## src/design/uart_rx_pkg.sv

```systemverilog
`default_nettype none

package uart_rx_pkg;

    ////////////////////////////////////////////////////////////
    // Frame format

    localparam int data_width  = 8;                   // Bits per character
    localparam int oversample  = 16;                  // Ticks per bit
    localparam int mid_sample  = oversample / 2 - 1;  // Sample point inside a bit
    localparam int last_sample = oversample - 1;

    ////////////////////////////////////////////////////////////
    // Channels, buffer and tick rate

    localparam int num_chan   = 2;
    localparam int chan_w     = 1;
    localparam int fifo_depth = 8;  // Power of two
    localparam int tick_div   = 4;  // clk cycles per oversampling tick

    ////////////////////////////////////////////////////////////
    // Payload types

    // One received character
    typedef struct packed {
        logic [data_width-1:0] data;       // LSB received first
        logic                  frame_err;  // Stop bit was low
    } rx_byte_t;

    // One receive buffer entry
    typedef struct packed {
        logic [chan_w-1:0] chan;
        rx_byte_t          rx_byte;
    } rx_entry_t;

endpackage

`default_nettype wire

```

## src/design/baud_tick_gen.sv

```systemverilog
`timescale 1ns/1ns
`default_nettype none

module baud_tick_gen (
    input  logic clk,
    input  logic arst_n,
    output logic tick
);

    typedef logic [$clog2(uart_rx_pkg::tick_div)-1:0] div_cnt_t;

    div_cnt_t div_cnt;

    // One-cycle pulse on the last count of each period
    assign tick = (div_cnt == div_cnt_t'(uart_rx_pkg::tick_div - 1));

    always_ff @(posedge clk or negedge arst_n) begin
        if (!arst_n) begin
            div_cnt <= '0;
        end else if (tick) begin
            div_cnt <= '0;                // Wrap
        end else begin
            div_cnt <= div_cnt + 1'b1;
        end
    end

endmodule

`default_nettype wire

```

## src/design/uart_rx.sv

```systemverilog
`timescale 1ns/1ns
`default_nettype none

module uart_rx (
    input  logic                  clk,
    input  logic                  arst_n,
    input  logic                  tick,
    input  logic                  rx,
    output logic                  done,
    output uart_rx_pkg::rx_byte_t byte_out
);

    typedef enum logic [1:0] {
        st_idle,
        st_start,
        st_data,
        st_stop
    } state_t;

    typedef logic [$clog2(uart_rx_pkg::oversample)-1:0] tick_cnt_t;
    typedef logic [$clog2(uart_rx_pkg::data_width)-1:0] bit_cnt_t;

    state_t                             state;
    tick_cnt_t                          tick_cnt;   // Ticks seen in the current bit
    bit_cnt_t                           bit_cnt;    // Data bit index
    logic [uart_rx_pkg::data_width-1:0] shift;
    logic [1:0]                         rx_sync;
    logic                               rx_s;
    logic                               start_seen;
    logic                               mid_tick;
    logic                               last_tick;

    ////////////////////////////////////////////////////////////
    // Line synchronizer

    always_ff @(posedge clk or negedge arst_n) begin
        if (!arst_n) begin
            rx_sync <= 2'b11;                  // Idle line level
        end else begin
            rx_sync <= {rx_sync[0], rx};
        end
    end

    assign rx_s = rx_sync[1];

    // Start is detected on a tick, which keeps every later sample inside its bit
    assign start_seen = (state == st_idle) && tick && !rx_s;
    assign mid_tick   = tick && (tick_cnt == tick_cnt_t'(uart_rx_pkg::mid_sample));
    assign last_tick  = tick && (tick_cnt == tick_cnt_t'(uart_rx_pkg::last_sample));

    ////////////////////////////////////////////////////////////
    // Frame FSM

    always_ff @(posedge clk or negedge arst_n) begin
        if (!arst_n) begin
            state    <= st_idle;
            tick_cnt <= '0;
            bit_cnt  <= '0;
            shift    <= '0;
            done     <= 1'b0;
            byte_out <= '0;
        end else begin
            done <= 1'b0;
            case (state)
                st_idle: begin
                    if (start_seen) begin
                        tick_cnt <= tick_cnt_t'(1);   // Detecting tick counts as sample 0
                        bit_cnt  <= '0;
                        state    <= st_start;
                    end
                end
                st_start: begin
                    if (mid_tick && rx_s) begin
                        state <= st_idle;             // Glitch, drop it
                    end else if (last_tick) begin
                        tick_cnt <= '0;
                        state    <= st_data;
                    end else if (tick) begin
                        tick_cnt <= tick_cnt + 1'b1;
                    end
                end
                st_data: begin
                    if (mid_tick) begin
                        shift <= {rx_s, shift[uart_rx_pkg::data_width-1:1]};
                    end
                    if (last_tick) begin
                        tick_cnt <= '0;
                        if (bit_cnt == bit_cnt_t'(uart_rx_pkg::data_width - 1)) begin
                            state <= st_stop;
                        end else begin
                            bit_cnt <= bit_cnt + 1'b1;
                        end
                    end else if (tick) begin
                        tick_cnt <= tick_cnt + 1'b1;
                    end
                end
                st_stop: begin
                    // Low stop bit ends the frame at once
                    if (tick && (!rx_s || last_tick)) begin
                        done               <= 1'b1;
                        byte_out.data      <= shift;
                        byte_out.frame_err <= !rx_s;
                        state              <= st_idle;
                    end else if (tick) begin
                        tick_cnt <= tick_cnt + 1'b1;
                    end
                end
                default: begin
                    state <= st_idle;
                end
            endcase
        end
    end

    // Ticks are tick_div cycles apart, so no start can be seen right after a stop tick
    assert property (@(posedge clk) disable iff (!arst_n) !(done && start_seen))
        else $error("uart_rx: done and start detection in the same cycle");

endmodule

`default_nettype wire

```

## src/design/rx_write_arbiter.sv

```systemverilog
`timescale 1ns/1ns
`default_nettype none

module rx_write_arbiter (
    input  logic                                              clk,
    input  logic                                              arst_n,
    input  logic [uart_rx_pkg::num_chan-1:0]                  done,
    input  uart_rx_pkg::rx_byte_t [uart_rx_pkg::num_chan-1:0] byte_in,
    output logic                                              wr_en,
    output uart_rx_pkg::rx_entry_t                            wr_data
);

    typedef logic [uart_rx_pkg::chan_w-1:0] chan_t;

    logic [uart_rx_pkg::num_chan-1:0]                  pending;
    uart_rx_pkg::rx_byte_t [uart_rx_pkg::num_chan-1:0] held;
    logic [uart_rx_pkg::num_chan-1:0]                  grant_mask;
    chan_t                                             last_chan;   // Last granted channel
    chan_t                                             grant_chan;
    logic                                              grant_valid;

    // Round robin, nearest pending channel after the last grant wins
    always_comb begin
        chan_t idx;
        idx         = last_chan;
        grant_chan  = last_chan;
        grant_valid = 1'b0;
        for (int k = uart_rx_pkg::num_chan; k >= 1; k--) begin
            idx = last_chan + chan_t'(k);
            if (pending[idx]) begin
                grant_chan  = idx;
                grant_valid = 1'b1;
            end
        end
        grant_mask             = '0;
        grant_mask[grant_chan] = grant_valid;
    end

    assign wr_en   = grant_valid;
    assign wr_data = '{chan: grant_chan, rx_byte: held[grant_chan]};

    always_ff @(posedge clk or negedge arst_n) begin
        if (!arst_n) begin
            pending   <= '0;
            last_chan <= '0;
        end else begin
            pending <= done | (pending & ~grant_mask);
            if (grant_valid) begin
                last_chan <= grant_chan;
            end
        end
    end

    always_ff @(posedge clk) begin
        for (int i = 0; i < uart_rx_pkg::num_chan; i++) begin
            if (done[i]) begin
                held[i] <= byte_in[i];            // Byte copy per channel
            end
        end
    end

    // A frame lasts far longer than the drain time, so no byte is overwritten
    assert property (@(posedge clk) disable iff (!arst_n) (done & pending) == '0)
        else $error("rx_write_arbiter: done while channel still pending");

endmodule

`default_nettype wire

```

## src/design/rx_buffer.sv

```systemverilog
`timescale 1ns/1ns
`default_nettype none

module rx_buffer (
    input  logic                   clk,
    input  logic                   arst_n,
    input  logic                   wr_en,
    input  uart_rx_pkg::rx_entry_t wr_data,
    input  logic                   rd_en,
    output uart_rx_pkg::rx_entry_t rd_data,
    output logic                   rd_valid,
    output logic                   overflow
);

    typedef logic [$clog2(uart_rx_pkg::fifo_depth)-1:0] ptr_t;
    typedef logic [$clog2(uart_rx_pkg::fifo_depth):0]   count_t;

    uart_rx_pkg::rx_entry_t mem [uart_rx_pkg::fifo_depth];
    ptr_t                   wr_ptr;
    ptr_t                   rd_ptr;
    count_t                 count;
    logic                   full;
    logic                   do_wr;
    logic                   do_rd;

    assign full     = (count == count_t'(uart_rx_pkg::fifo_depth));
    assign rd_valid = (count != '0);
    assign rd_data  = mem[rd_ptr];            // Oldest entry falls through
    assign do_wr    = wr_en && !full;         // Write into full buffer is dropped
    assign do_rd    = rd_en && rd_valid;

    ////////////////////////////////////////////////////////////
    // Pointers, fill count and overflow flag

    always_ff @(posedge clk or negedge arst_n) begin
        if (!arst_n) begin
            wr_ptr   <= '0;
            rd_ptr   <= '0;
            count    <= '0;
            overflow <= 1'b0;
        end else begin
            if (do_wr) begin
                wr_ptr <= wr_ptr + 1'b1;      // Wraps at the power-of-two depth
            end
            if (do_rd) begin
                rd_ptr <= rd_ptr + 1'b1;
            end
            case ({do_wr, do_rd})
                2'b10:   count <= count + 1'b1;
                2'b01:   count <= count - 1'b1;
                default: count <= count;
            endcase
            if (wr_en && full) begin
                overflow <= 1'b1;             // Sticky until reset
            end
        end
    end

    always_ff @(posedge clk) begin
        if (do_wr) begin
            mem[wr_ptr] <= wr_data;
        end
    end

    // Fill count stays within depth and in step with the pointers
    assert property (@(posedge clk) disable iff (!arst_n)
                     count <= count_t'(uart_rx_pkg::fifo_depth)
                     && ptr_t'(count) == ptr_t'(wr_ptr - rd_ptr))
        else $error("rx_buffer: count above depth or out of step with pointers");

endmodule

`default_nettype wire

```

## src/design/dual_uart_rx_top.sv

```systemverilog
`timescale 1ns/1ns
`default_nettype none

module dual_uart_rx_top (
    input  logic                             clk,
    input  logic                             arst_n,
    input  logic [uart_rx_pkg::num_chan-1:0] rx,
    input  logic                             rd_en,
    output uart_rx_pkg::rx_entry_t           rd_data,
    output logic                             rd_valid,
    output logic                             overflow
);

    logic                                              tick;
    logic [uart_rx_pkg::num_chan-1:0]                  done;
    uart_rx_pkg::rx_byte_t [uart_rx_pkg::num_chan-1:0] rx_byte;
    logic                                              wr_en;
    uart_rx_pkg::rx_entry_t                            wr_data;

    // Shared oversampling tick
    baud_tick_gen baud_tick_gen_i (
        .clk    (clk),
        .arst_n (arst_n),
        .tick   (tick)
    );

    ////////////////////////////////////////////////////////////
    // One receiver per serial line

    for (genvar g = 0; g < uart_rx_pkg::num_chan; g++) begin : g_chan
        uart_rx uart_rx_i (
            .clk      (clk),
            .arst_n   (arst_n),
            .tick     (tick),
            .rx       (rx[g]),
            .done     (done[g]),
            .byte_out (rx_byte[g])
        );
    end

    rx_write_arbiter rx_write_arbiter_i (
        .clk     (clk),
        .arst_n  (arst_n),
        .done    (done),
        .byte_in (rx_byte),
        .wr_en   (wr_en),
        .wr_data (wr_data)
    );

    rx_buffer rx_buffer_i (
        .clk      (clk),
        .arst_n   (arst_n),
        .wr_en    (wr_en),
        .wr_data  (wr_data),
        .rd_en    (rd_en),
        .rd_data  (rd_data),
        .rd_valid (rd_valid),
        .overflow (overflow)
    );

endmodule

`default_nettype wire

```

## config.mk

```make
export PLATFORM = sky130hd
export DESIGN_NAME = dual_uart_rx_top
export DESIGN_NICKNAME = d
export VERILOG_FILES = /design/src/design/uart_rx_pkg.sv /design/src/design/baud_tick_gen.sv /design/src/design/uart_rx.sv /design/src/design/rx_write_arbiter.sv /design/src/design/rx_buffer.sv /design/src/design/dual_uart_rx_top.sv
export SDC_FILE = /design/constraint.sdc
export NUM_CORES = 1
export LEC_CHECK = 0
export BUFFER_PORTS_ARGS = -buffer_cell sky130_fd_sc_hd__buf_2
export CAP_MARGIN = 20
export CORE_ASPECT_RATIO = 0.6
export CORE_MARGIN = 2
export CORE_UTILIZATION = 60
export CTS_CLUSTER_SIZE = 8
export DETAILED_ROUTE_END_ITERATION = 10
export HOLD_SLACK_MARGIN = 0.15
export PLACE_DENSITY = 0.77
export SYNTH_ARGS = -nofsm -noshare
export SYNTH_HDL_FRONTEND = slang
export SYNTH_SLANG_ARGS = --single-unit
```

## constraint.sdc

```tcl
create_clock -name clk -period 2.85 [get_ports clk]
set_input_delay 0.7125 -clock clk [delete_from_list [all_inputs] [get_ports clk]]
set_output_delay 0.7125 -clock clk [all_outputs]
set_load 0.02 [all_outputs]
```

==> impl_metrics.ini, run 1 <==
[run_status]
status = completed

[cts]
cts_setup_buffers = 0
cts_resized = 0
cts.root.buffer_cell = clkbuf_16
htree_levels = 4
cts_hold_buf = 0
cts_buffer_depth = 2
clk_pin_slew_ns = 0.07
cts_sinks = 172
tritoncts = yes
cts_buffers = 17
clk_latency_ns = 0.42

[hold_path]
holdPathEnd = g_chan[0].uart_rx_i.rx_sync[1]
hold_path.class = flop to flop
min_from = g_chan[0].uart_rx_i.rx_sync[0]
hold_depth = 0

[sta]
timing.slew.headroom_pct = 37.9
rsz0062_at_grt = no
finalHoldViolCount = 0
fmaxAchievable_mhz = 367
setup_violations = 0
worst_pin_slew_ns = 0.931
fin_crit_ns = 2.73
fin_skew_ns = 0.0135
finalCritPeriodShare_pct = 95.7
slew_viol_final = 0
fin_tns_setup_ns = 0

[job]
cap_violations = 0

[worst_setup_path]
arrival_ns = 2.02
rr_worst_depth = 10
cp.required_ns = 2.14
end_kind = output pin
reg2reg_to = rx_buffer_i.count[3]
critPathKind = flop to output pin
timing.rr.start = rx_buffer_i.count[0]
startpoint_type = flop
cp_max_fo = 22
r2r_slack_ns = 0.41

[detailed_routing]
drt_pass1_iterations = 4
post_drt_wl_per_cell_microns = 19.3
drtIter0Drc = 293
drc = 0
via_per_inst = 5.94
wl_microns = 12800
ant_nets = 0
vias = 3913

[pwr]
power_mw = 7.10
p_leak_nw = 3.22
power_density_mw_per_mm2 = 873
peakVddDrop_mv = 0.428

[synthesis]
synth_warnings = 0
synthCells = 450
synthMostInstantiatedCell = edfxtp_1
synth_area_leader_cell = edfxtp_1
synth_area_leaders = edfxtp_1 (41%), dfrtp_1 (24%), mux2_2 (6.9%)
syn_area_sq_mm = 0.00722
synth_ff_type = edfxtp_1
synth_cell_types = 52
synthArstFlopShare_pct = 43.0
synth_top_area_share_pct = 40.8
synth_seq_area_share_pct = 66.5
synth_seq_cells = 172
netlist_top_cells_count = edfxtp_1 (98), dfrtp_1 (70), mux2_2 (44), nand2_1 (42), ha_1 (22)
avgSynthCellArea_sq_um = 16.0
synth_nets = 478
synth-edff-count = 98

[layout]
area_delta_synth_final_pct = 12.6
register_area_sq_mm = 0.00480
nets = 514
fillers = 737
antenna_cells = 0
drive_above_1_share_pct = 27.3
multi_input_area_sq_mm = 0.00229

[floorplanning]
ios = 17
num_rows = 30
dieArea_sq_mm = 0.0130
start_util_pct = 62.6
dieWidth_microns = 146
core_area_sq_mm = 0.0115
dieHeight_microns = 89.0

[placement]
hpwlAfterDp_microns = 8260
port_buffers = 16
gp_congestion = 0.842

[global_routing]
grt_max_degree = 75
grt_overflow = 0
grt_usage_pct = 21.3
grt_pass1_wl_microns = 20600
grt_pass1_vias = 3835
grt_antenna_before_repair = 0
==> critical path, stage by stage (launching register included) <==
cell and delay [ns]:
dfrtp_1 0.38, buf_12 0.22, mux4_2 0.53, mux2_2 0.28
buf_2 0.16
==> per-stage QoR <==
stage / utilization, % / hold WS [ns] / std cells / area, sq um / setup slack, ns
5_1_grt: 70.5 / 0.365 / 659 / 8130 / 0.0445
3_3_place_gp: 65.4 / 0.346 / 627 / 7540 / 0.551
3_5_place_dp: 65.4 / 0.347 / 627 / 7540 / 0.416
2_1_floorplan: - / 0.345 / 450 / 7220 / 0.487
6_report: 70.5 / 0.357 / 659 / 8130 / 0.122
4_1_cts: 70.5 / 0.358 / 659 / 8130 / 0.0937
==> final cells by class <==
type / instances / share of cell area [%]
Sequential cell: 172 / 59.1
Multi-Input combinational cell: 251 / 28.2
Clock buffer: 17 / 5.23
Tap cell: 160 / 2.46
Timing Repair Buffer: 28 / 2.28
Clock inverter: 15 / 2.03
Inverter: 16 / 0.739
==> per-layer routing <==
metal / track usage (%) / routed length (microns)
met5: 0 / 0
met2: 32.1 / 5830
met1: 31.9 / 6040
met4: 7.22 / 118
met3: 4.39 / 758
==> worst max-delay path by stage <==
stage,slack (ns),startpoint,to
global route,0.04,rx_buffer_i.rd_ptr[0],rd_data[6]
CTS,0.09,rx_buffer_i.rd_ptr[0],rd_data[3]
global placement,0.55,rx_buffer_i.count[1],rx_buffer_i.count[3]
finish,0.12,rx_buffer_i.rd_ptr[0],rd_data[6]
detailed placement,0.42,rx_buffer_i.count[0],rx_buffer_i.count[3]
floorplan,0.49,rx_buffer_i.count[1],rx_buffer_i.count[3]
==> state kept, by name, indices dropped and copies added, names as in the netlist, named ones only <==
name and count:
baud_tick_gen_i.div_cnt 2, g_chan.uart_rx_i.bit_cnt 6, g_chan.uart_rx_i.byte_out 18, g_chan.uart_rx_i.done 2, g_chan.uart_rx_i.rx_sync 4, g_chan.uart_rx_i.shift 16, g_chan.uart_rx_i.state 2, g_chan.uart_rx_i.tick_cnt 8
rx_buffer_i.count 4, rx_buffer_i.mem 80, rx_buffer_i.overflow 1, rx_buffer_i.rd_ptr 3, rx_buffer_i.wr_ptr 3, rx_write_arbiter_i.held 18, rx_write_arbiter_i.last_chan 1, rx_write_arbiter_i.pending 2
==> where the power goes <==
part / internal, mW / switching (mW)
sequential: 2.85 / 0.193
clock: 1.18 / 1.07
combinational: 0.780 / 1.02
==> placed cells by master (no fill, tap or decap), drive strengths merged, types with 6 or more instances in the layout <==
master,Yosys,final
o21ai,8,8
o311ai,6,6
a32o,6,6
dfrtp,70,70
clkbuf,5,17
buf,6,28
nor2,18,18
ha,22,22
nand2,42,42
clkinv,1,6
mux2,47,47
nand2b,8,8
inv,15,24
edfxtp,98,98
mux4,20,20
mux2i,6,6
==> logic make-up (layout without fill, tap and decap cells) <==
logic type / Yosys count / in the layout / synth area share (%)
DFF: 172 / 172 / 66.5
and+or+nand+nor: 102 / 102 / 7.33
muxes: 73 / 73 / 14.6
AOI/OAI and AO/OA: 46 / 46 / 4.91
buffers and inverters: 27 / 76 / 1.77
adders and majority gates: 23 / 23 / 4.09
xor gates and xnor gates: 7 / 7 / 0.849
Power figures use the tool's default switching activity.
==> run 2, diff against run 1 <==
--- a/config.mk
+++ b/config.mk
@@ -9,11 +9,10 @@
 export CAP_MARGIN = 20
 export CORE_ASPECT_RATIO = 0.6
 export CORE_MARGIN = 2
-export CORE_UTILIZATION = 60
+export CORE_UTILIZATION = 45
 export CTS_CLUSTER_SIZE = 8
 export DETAILED_ROUTE_END_ITERATION = 10
 export HOLD_SLACK_MARGIN = 0.15
-export PLACE_DENSITY = 0.77
 export SYNTH_ARGS = -nofsm -noshare
 export SYNTH_HDL_FRONTEND = slang
 export SYNTH_SLANG_ARGS = --single-unit
==> impl_metrics.ini, run 2 (synthesized netlist as in run 1, its figures left out) <==
[run_status]
status = finished, violations left
violations = DRC

[floorplanning]
start_util_pct = 46.6
core_area_sq_mm = 0.0155
dieArea_sq_mm = 0.0171
num_rows = 35
dieHeight_microns = 102
ios = 17
dieWidth_microns = 168

[layout]
multi_input_area_sq_mm = 0.00229
largest_register_ffs = 80
area_delta_synth_final_pct = 13.9
register_area_sq_mm = 0.00480
antenna_cells = 0
nets = 513
drive_above_1_share_pct = 27.1
reg_top3 = rx_buffer_i.mem x80, g_chan.uart_rx_i.byte_out x18, rx_write_arbiter_i.held x18
fin_util_pct = 53.1
fillers = 1241
layout_commonest_cell = edfxtp_1
largest_register = rx_buffer_i.mem
final_cell_mix = edfxtp_1 (98), dfrtp_1 (70), mux2_2 (44)

[placement]
gp_congestion = 0.796
pre_cts_slack_ns = 0.463
hpwlAfterDp_microns = 8370
port_buffers = 16

[cts]
cts.root.buffer_cell = clkbuf_16
cts_resized = 0
htree_levels = 4
cts_setup_buffers = 0
cts_sinks = 172
tritoncts = yes
clk_latency_ns = 0.42
cts_hold_buf = 0
cts_buffers = 17
clk_pin_slew_ns = 0.07
cts_buffer_depth = 2

[sta]
finalHoldViolCount = 0
worst_pin_slew_ns = 0.944
finalCritPeriodShare_pct = 94.3
fmaxAchievable_mhz = 372
timing.slew.headroom_pct = 37.0
slew_viol_final = 0
fin_crit_ns = 2.69
rsz0062_at_grt = no
setup_slack_ns = 0.163
whs_ns = 0.361
fin_tns_setup_ns = 0
setup_violations = 0
fin_skew_ns = 0.0153

[detailed_routing]
post_drt_wl_per_cell_microns = 17.8
wl_microns = 12500
drc = 1
drt_pass1_iterations = 7
vias = 3816
drtIter0Drc = 447
via_per_inst = 5.44
ant_nets = 0

[global_routing]
grt_max_degree = 75
grt_pass1_wl_microns = 20700
grt_pass1_vias = 3838
grt_antenna_before_repair = 0
grt_overflow = 0
grt_usage_pct = 16.1

[worst_setup_path]
cp_max_fo = 22
end_kind = output pin
critPathKind = flop to output pin
slowest_delay_ns = 0.52
cp_num_buf_inv = 2
cp.required_ns = 2.14
critPathTopFamily = multiplexers
arrival_ns = 1.97
path_cells = buf_12 -> mux4_2 -> mux2_2 -> buf_2
startpoint_type = flop
cp_slowest_cell = mux4_2

[pwr]
power_mw = 7.22
power_density_mw_per_mm2 = 878
peakVddDrop_mv = 0.411
p_leak_nw = 3.24

[hold_path]
hold_path.class = flop to flop

[job]
cap_violations = 0
-- run 2: changes by cell type in the layout (fill, tap and decap cells not counted) --
cell        delta
bufinv_16      +2
inv_12         -1
buf_4          -1
clkinv_4       -2
clkinvlp_4     -1
clkinv_8       +2
-- run 2: where the power goes --
part	total (mW)	internal, mW	switching (mW)
Sequential	3.03	2.85	0.184
Combinational	1.75	0.780	0.973
Clock	2.43	1.36	1.07
-- run 2: worst paths after layout --
check	start	end	slack, ns	cells after the start
max	rx_buffer_i.rd_ptr[0]	rd_data[0]	0.16	4
min	g_chan[0].uart_rx_i.rx_sync[0]	g_chan[0].uart_rx_i.rx_sync[1]	0.36	0
max reg2reg	rx_buffer_i.count[1]	rx_buffer_i.count[3]	0.42	10
min reg2reg	g_chan[0].uart_rx_i.rx_sync[0]	g_chan[0].uart_rx_i.rx_sync[1]	0.36	0
max in group asynchronous	arst_n	rx_buffer_i.count[3]	1.79	1
min in group asynchronous	arst_n	g_chan[1].uart_rx_i.state[0]	0.43	1
-- run 2: metrics by stage --
stage / instances / instance area (sq um)
finish: 701 / 8220
global route: 701 / 8220
CTS: 701 / 8220
detailed placement: 669 / 7580
global placement: 669 / 7580
floorplan: 450 / 7220
-- run 2: final cells by class --
type | count | area share [%]
inverter | 16 | 0.730
timing repair buffer | 27 | 2.16
multi-input combinational | 251 | 27.9
sequential | 172 | 58.4
clock inverter | 15 | 2.63
clock buffer | 17 | 5.17
tap | 203 | 3.09
-- run 2: routing by layer --
layer	share of wire (%)	vias up	global-route usage (%)
met3	4.3	7	4.07
met4	0.60	0	4.35
met2	44	64	23.8
li1	-	1782	-
met1	51	1963	23.9
met5	0	-	0
==> run 3, diff against run 2 <==
--- a/config.mk
+++ b/config.mk
@@ -13,6 +13,7 @@
 export CTS_CLUSTER_SIZE = 8
 export DETAILED_ROUTE_END_ITERATION = 10
 export HOLD_SLACK_MARGIN = 0.15
+export MAX_ROUTING_LAYER = met4
 export SYNTH_ARGS = -nofsm -noshare
 export SYNTH_HDL_FRONTEND = slang
 export SYNTH_SLANG_ARGS = --single-unit
==> impl_metrics.ini, run 3 (synthesized netlist as in run 1, its figures left out) <==
[placement]
gp_congestion = 0.807
port_buffers = 16
hpwlAfterDp_microns = 8370

[pwr]
p_leak_nw = 3.24
power_density_mw_per_mm2 = 878
peakVddDrop_mv = 0.410

[hold_path]
min_from = g_chan[1].uart_rx_i.rx_sync[0]
holdPathEnd = g_chan[1].uart_rx_i.rx_sync[1]
hold_path.class = flop to flop
hold_depth = 0

[global_routing]
grt_usage_pct = 16.6
grt_antenna_before_repair = 0
grt_max_degree = 75
grt_overflow = 0
grt_pass1_vias = 3844
grt_pass1_wl_microns = 20700

[worst_setup_path]
startpoint_type = flop
cp_slowest_cell = mux4_2
timing.rr.start = rx_buffer_i.count[1]
reg2reg_to = rx_buffer_i.count[3]
cp.required_ns = 2.14
critPathKind = flop to output pin
r2r_slack_ns = 0.44
end_kind = output pin
path_cells = buf_12 -> mux4_2 -> mux2_2 -> buf_2
cp_max_fo = 22
slowest_delay_ns = 0.52
arrival_ns = 1.98
rr_worst_depth = 10

[detailed_routing]
drtIter0Drc = 398
wl_microns = 12500
vias = 3830
drc = 1
post_drt_wl_per_cell_microns = 17.8
ant_nets = 0
via_per_inst = 5.46
drt_pass1_iterations = 7

[floorplanning]
dieHeight_microns = 102
start_util_pct = 46.6
ios = 17
dieArea_sq_mm = 0.0171
core_area_sq_mm = 0.0155
dieWidth_microns = 168
num_rows = 35

[layout]
nets = 513
antenna_cells = 0
drive_above_1_share_pct = 27.1
largest_register = rx_buffer_i.mem
layout_commonest_cell = edfxtp_1
area_delta_synth_final_pct = 13.9
largest_register_ffs = 80
reg_top3 = rx_buffer_i.mem x80, g_chan.uart_rx_i.byte_out x18, rx_write_arbiter_i.held x18
final_cell_mix = edfxtp_1 (98), dfrtp_1 (70), mux2_2 (44)

[sta]
fmaxAchievable_mhz = 371
slew_viol_final = 0
timing.slew.headroom_pct = 37.1
fin_crit_ns = 2.70
finalHoldViolCount = 0
setup_violations = 0
fin_tns_setup_ns = 0
finalCritPeriodShare_pct = 94.6
whs_ns = 0.362
fin_skew_ns = 0.0133
worst_pin_slew_ns = 0.943
rsz0062_at_grt = no

[cts]
cts_sinks = 172
cts.root.buffer_cell = clkbuf_16
clk_pin_slew_ns = 0.07
clk_latency_ns = 0.42
cts_buffer_depth = 2
cts_hold_buf = 0
cts_setup_buffers = 0
tritoncts = yes
htree_levels = 4
cts_resized = 0
cts_buffers = 17

[run_status]
status = finished, violations left
violations = DRC

[job]
cap_violations = 0
==> run 3: cell type report <==
class,count,area [sq um]
fillers,1241,7280
flip-flops and latches,172,4800
multi-input cells,251,2290
clock inverters,15,216
clock buffers,17,425
repair buffers,27,178
inverters,16,60.1
well taps,203,254
==> run 3: worst max-delay path: cells and delay by family (launching register included) <==
family                 cells  cell delay (ns)
buffers and inverters      2             0.38
flip-flops                 1             0.37
multiplexers               2             0.80
==> run 3: per-stage QoR <==
stage	util [%]	instance area, sq um	power, mW	setup slack, ns	std cells
final	53.1	8220	7.22	0.155	701
after global routing	53.1	8220	7.62	0.0591	701
after CTS	53.1	8220	7.29	0.117	701
after detailed placement	48.9	7580	4.85	0.463	669
after global placement	48.9	7580	4.79	0.541	669
after floorplan	-	7220	4.36	0.487	450
==> run 3: power breakdown <==
part / total (mW) / switching [mW] / internal (mW)
Sequential: 3.03 / 0.184 / 2.85
Combinational: 1.75 / 0.973 / 0.780
Clock: 2.43 / 1.07 / 1.36
Total: 7.22 / 2.23 / 4.99
==> run 3: how the worst max path moves through the flow <==
stage                                from                    to  slack, ns  cells after the start
finish              rx_buffer_i.rd_ptr[0]            rd_data[0]       0.15                      4
CTS                 rx_buffer_i.rd_ptr[0]            rd_data[0]       0.12                      4
floorplan            rx_buffer_i.count[1]  rx_buffer_i.count[3]       0.49                     10
global placement     rx_buffer_i.count[1]  rx_buffer_i.count[3]       0.54                     10
detailed placement   rx_buffer_i.count[1]  rx_buffer_i.count[3]       0.46                     10
global route        rx_buffer_i.rd_ptr[0]            rd_data[7]       0.06                      4
==> run 3: layer usage <==
metal  vias up  global-route usage, %  routed length, microns
met3         2                   4.07                     570
met1      1976                   23.8                    6420
met5         -                      -                       0
li1       1785                      -                       -
met4         0                   4.35                      36
met2        67                   23.9                    5450
